<file path="src/complex_pkg.sv">
/*
  complex execution lane shared definitions
  data and tag widths, opcode codes of the mult/div/syscall group
  and bit positions inside the execution flag word
*/
package complex_pkg;

  // widths
  localparam int data_w   = 32; // operand and result width
  localparam int tag_w    = 7;  // physical register tag
  localparam int opcode_w = 8;  // instruction opcode
  localparam int flags_w  = 6;  // execution flag word

  // multiply opcodes, L is low word and H is high word of the product
  localparam logic [opcode_w-1:0] op_mult_l  = 8'h48; // signed, low half
  localparam logic [opcode_w-1:0] op_mult_h  = 8'h49; // signed, high half
  localparam logic [opcode_w-1:0] op_multu_l = 8'h4a; // unsigned, low half
  localparam logic [opcode_w-1:0] op_multu_h = 8'h4b; // unsigned, high half

  // divide opcodes, L gives the quotient and H the remainder
  localparam logic [opcode_w-1:0] op_div_l   = 8'h4c; // signed quotient
  localparam logic [opcode_w-1:0] op_div_h   = 8'h4d; // signed remainder
  localparam logic [opcode_w-1:0] op_divu_l  = 8'h4e; // unsigned quotient
  localparam logic [opcode_w-1:0] op_divu_h  = 8'h4f; // unsigned remainder

  // trap to the OS, no destination write
  localparam logic [opcode_w-1:0] op_syscall = 8'ha0;

  // flag word bit positions, msb first
  localparam int flg_branch     = 5; // never set by this lane
  localparam int flg_dest_valid = 4; // result goes to the destination reg
  localparam int flg_lo_half    = 3; // low half / quotient was picked
  localparam int flg_executed   = 2; // instruction completed
  localparam int flg_exception  = 1; // raise exception at retire
  localparam int flg_mispredict = 0; // never set by this lane

endpackage

</file>
<file path="src/issue_latch.sv">
/*
  issue latch
  registers an issued instruction in front of the complex ALU,
  valid bit cleared by reset and by flush
*/
`timescale 1ns/100ps

module issue_latch (
  input  logic                            clk_i,
  input  logic                            arst_n_i,
  input  logic                            flush_i,  // kill incoming and held op
  input  logic                            valid_i,
  input  logic [complex_pkg::opcode_w-1:0] opcode_i,
  input  logic [complex_pkg::data_w-1:0]   data1_i,
  input  logic [complex_pkg::data_w-1:0]   data2_i,
  input  logic [complex_pkg::tag_w-1:0]    tag_i,
  output logic                            valid_o,
  output logic [complex_pkg::opcode_w-1:0] opcode_o,
  output logic [complex_pkg::data_w-1:0]   data1_o,
  output logic [complex_pkg::data_w-1:0]   data2_o,
  output logic [complex_pkg::tag_w-1:0]    tag_o
);

  // valid tracks the issue strobe one cycle later
  always_ff @(posedge clk_i or negedge arst_n_i) begin
    if (!arst_n_i) begin
      valid_o <= 1'b0;
    end else if (flush_i) begin
      valid_o <= 1'b0; // same-cycle issue dies too
    end else begin
      valid_o <= valid_i;
    end
  end

  // payload only moves on a real issue, holds otherwise
  always_ff @(posedge clk_i) begin
    if (valid_i) begin
      opcode_o <= opcode_i;
      data1_o  <= data1_i;
      data2_o  <= data2_i;
      tag_o    <= tag_i; // dest phys reg
    end
  end

endmodule

</file>
<file path="config.mk">
export PLATFORM = sky130hd
export DESIGN_NAME = issue_latch
export DESIGN_NICKNAME = d
export VERILOG_FILES = /design/src/complex_pkg.sv /design/src/issue_latch.sv
export SDC_FILE = /design/constraint.sdc
export NUM_CORES = 1
export LEC_CHECK = 0
export BUFFER_PORTS_ARGS = -buffer_cell sky130_fd_sc_hd__buf_2
export CORE_ASPECT_RATIO = 0.8
export CORE_UTILIZATION = 30
export DETAILED_ROUTE_END_ITERATION = 8
export PLACE_DENSITY_LB_ADDON = 0.2
export SYNTH_ARGS = -nofsm -noshare
export SYNTH_HDL_FRONTEND = slang
export SYNTH_SLANG_ARGS = --single-unit
</file>
<file path="constraint.sdc">
create_clock -name clk_i -period 1.6 [get_ports clk_i]
set_clock_uncertainty 0.2 [all_clocks]
set_input_delay 0.32 -clock clk_i [delete_from_list [all_inputs] [get_ports clk_i]]
set_output_delay 0.32 -clock clk_i [all_outputs]
set_load 0.03 [all_outputs]
</file>
==> flow_metrics.tcl <==
set metrics [dict create \
    cts_buffers 9 \
    grt_pass1_wl_mm 8.80 \
    cts_max_level 3 \
    dr.pass1.iters 4 \
    grt_start_max_net_pins 46 \
    cp.arrival_ns 0.93 \
    slew_violations 0 \
    tritoncts "built" \
    grt_pass1_vias 1859 \
    synth-seq-cells 80 \
    dieArea_mm2 0.00840 \
    min_to "data1_o[4]$_DFFE_PP_" \
    area_growth_pct 81.8 \
    slowest_delay_ns 0.39 \
    syn_nets 164 \
    synthDistinctLibCells 3 \
    wl_mm 6.24 \
    min_path_type "in -> reg" \
    path_class "reg -> out" \
    pin_count 163 \
    finalHoldViolations 0 \
    vias 1799 \
    finalNetCount 420 \
    rsz0062_at_grt "false" \
    p_per_area_mw_per_mm2 1070 \
    cp_max_fo 1 \
    core_mm2 0.00760 \
    io_buffers 162 \
    clkTransAtPathRegs_ns 0.08 \
    worstPathCellList "buf_2" \
    drt_iter0_drc 42 \
    peakVddDrop_mv 0.534 \
    die_x_um 102 \
    cts.path.max_buffers 2 \
    dr.max_layer_used "met4" \
    die_h_um 82.2 \
    period_share_pct 90.5 \
    grt_use_total_pct 15.0 \
    met3_length_um 692 \
    worstSetupStartpointType "flop" \
    tightest_slew_ns 0.239 \
    hold_ws_ns 0.0338 \
    drv_cap 0 \
    rows 28 \
    root_buffer "clkbuf_8" \
    synth_cells 81 \
    cts_setup_buffers 0 \
    via_per_inst 4.03 \
    syn_area_per_cell_um2 29.8 \
    hold_depth 1 \
    gp_congestion 0.703 \
    min_period_ns 1.45 \
    tns_ns 0 \
    ys_seq_area_share_pct 99.4 \
    layout-drive-gt1-share_pct 52.2 \
    status "complete, no violations" \
    syn_area_mm2 0.00241 \
    worst-path-buf-inv 1 \
    drt-met1-wl_mm 2.43 \
    met2_wirelength_mm 2.97 \
    post-route-drc-count 0 \
    cp-end-kind "output port" \
    finalSetupViolCount 0 \
    cpLargestDelayFamily "flip-flops" \
    relSlewSlack_pct 84.1 \
    fmax_mhz 691 \
    wl_per_cell_um 14.0 \
    drtAntennaViolNets 0 \
    start_util_pct 31.7 \
    critPathLaunch "tag_o[3]$_DFFE_PP_" \
    antenna_found_initial 0 \
    hold_start "valid_i" \
    required_ns 1.08 \
    grt.overflow.total 0 \
    synth-warning-count 0 \
    cts.sinks 80 \
    total_leakage_power_nw 1.88 \
    diodes 0 \
    slowest_stage "edfxtp_1" \
]
[power by group]
group	internal, W	switching (W)
sequential	0.00248	0.0000384
clock	0.000700	0.000674
combinational	0.000316	0.000487
total	0.00350	0.00120
[per-stage QoR]
| step | worst slack (ns) | instance area, um2 | total power (W) | std cells | util, % |
|---|---|---|---|---|---|
| finish | 0.152 | 4380 | 0.00470 | 446 | 57.7 |
| CTS | 0.130 | 4380 | 0.00473 | 446 | 57.7 |
| detailed placement | 0.348 | 3400 | 0.00321 | 350 | 44.7 |
| global placement | 0.359 | 3400 | 0.00321 | 350 | 44.7 |
| floorplan | 0.584 | 2410 | 0.00292 | 81 | - |
| global route | 0.0921 | 4380 | 0.00489 | 446 | 57.7 |
[worst max-delay path by stage]
stage / cells after the start / end
global route: 1 / opcode_o[0]
finish: 1 / tag_o[3]
detailed placement: 2 / data1_o[7]$_DFFE_PP_
global placement: 2 / tag_o[4]$_DFFE_PP_
CTS: 1 / tag_o[6]
floorplan: 0 / data1_o[0]
[cells in the mapped netlist]
master	n	share of area [%]
dfrtp_1	1	1.0
edfxtp_1	79	98
nor2b_4	1	0.57
[what timing repair did]
item,in CTS,in global routing
resized for setup,0,0
hold buffers,81,0
endpoints found under the hold margin,81,0
[logic make-up (layout without fill, tap and decap cells)]
family,after synthesis,count (layout),synth area share (%)
flip-flops,80,80,99.4
AND/OR/NAND/NOR,1,1,0.571
buffers and inverters,0,260,0
[per-layer routing]
metal | vias to the layer above | global-route usage (%)
li1 | 837 | -
met1 | 829 | 15.3
met2 | 120 | 25.7
met3 | 13 | 7.32
met4 | 0 | 7.57
met5 | - | 0
[sequential cells by signal, summed over array words and instances (netlist names)]
name / cells
data1_o: 32
data2_o: 32
opcode_o: 8
tag_o: 7
valid_o: 1
[cells in the final DEF, fill, tap and decap left out]
cell and count:
buf_12 2, edfxtp_1 79, nor2b_4 1, bufinv_16 1, clkinv_1 1, clkbuf_1 1, dfrtp_1 1, clkinv_2 3
buf_4 1, clkbuf_8 9, buf_2 161, dlygate4sd3_1 81
[area by class of cell]
type | instances | area (um2)
clock buffers | 10 | 128
clock inverters | 5 | 48.8
fillers | 588 | 3220
multi-input cells | 1 | 13.8
flip-flops and latches | 80 | 2400
well taps | 105 | 131
repair buffers | 245 | 1660
Note: power is estimated with default switching activity, not from simulation.
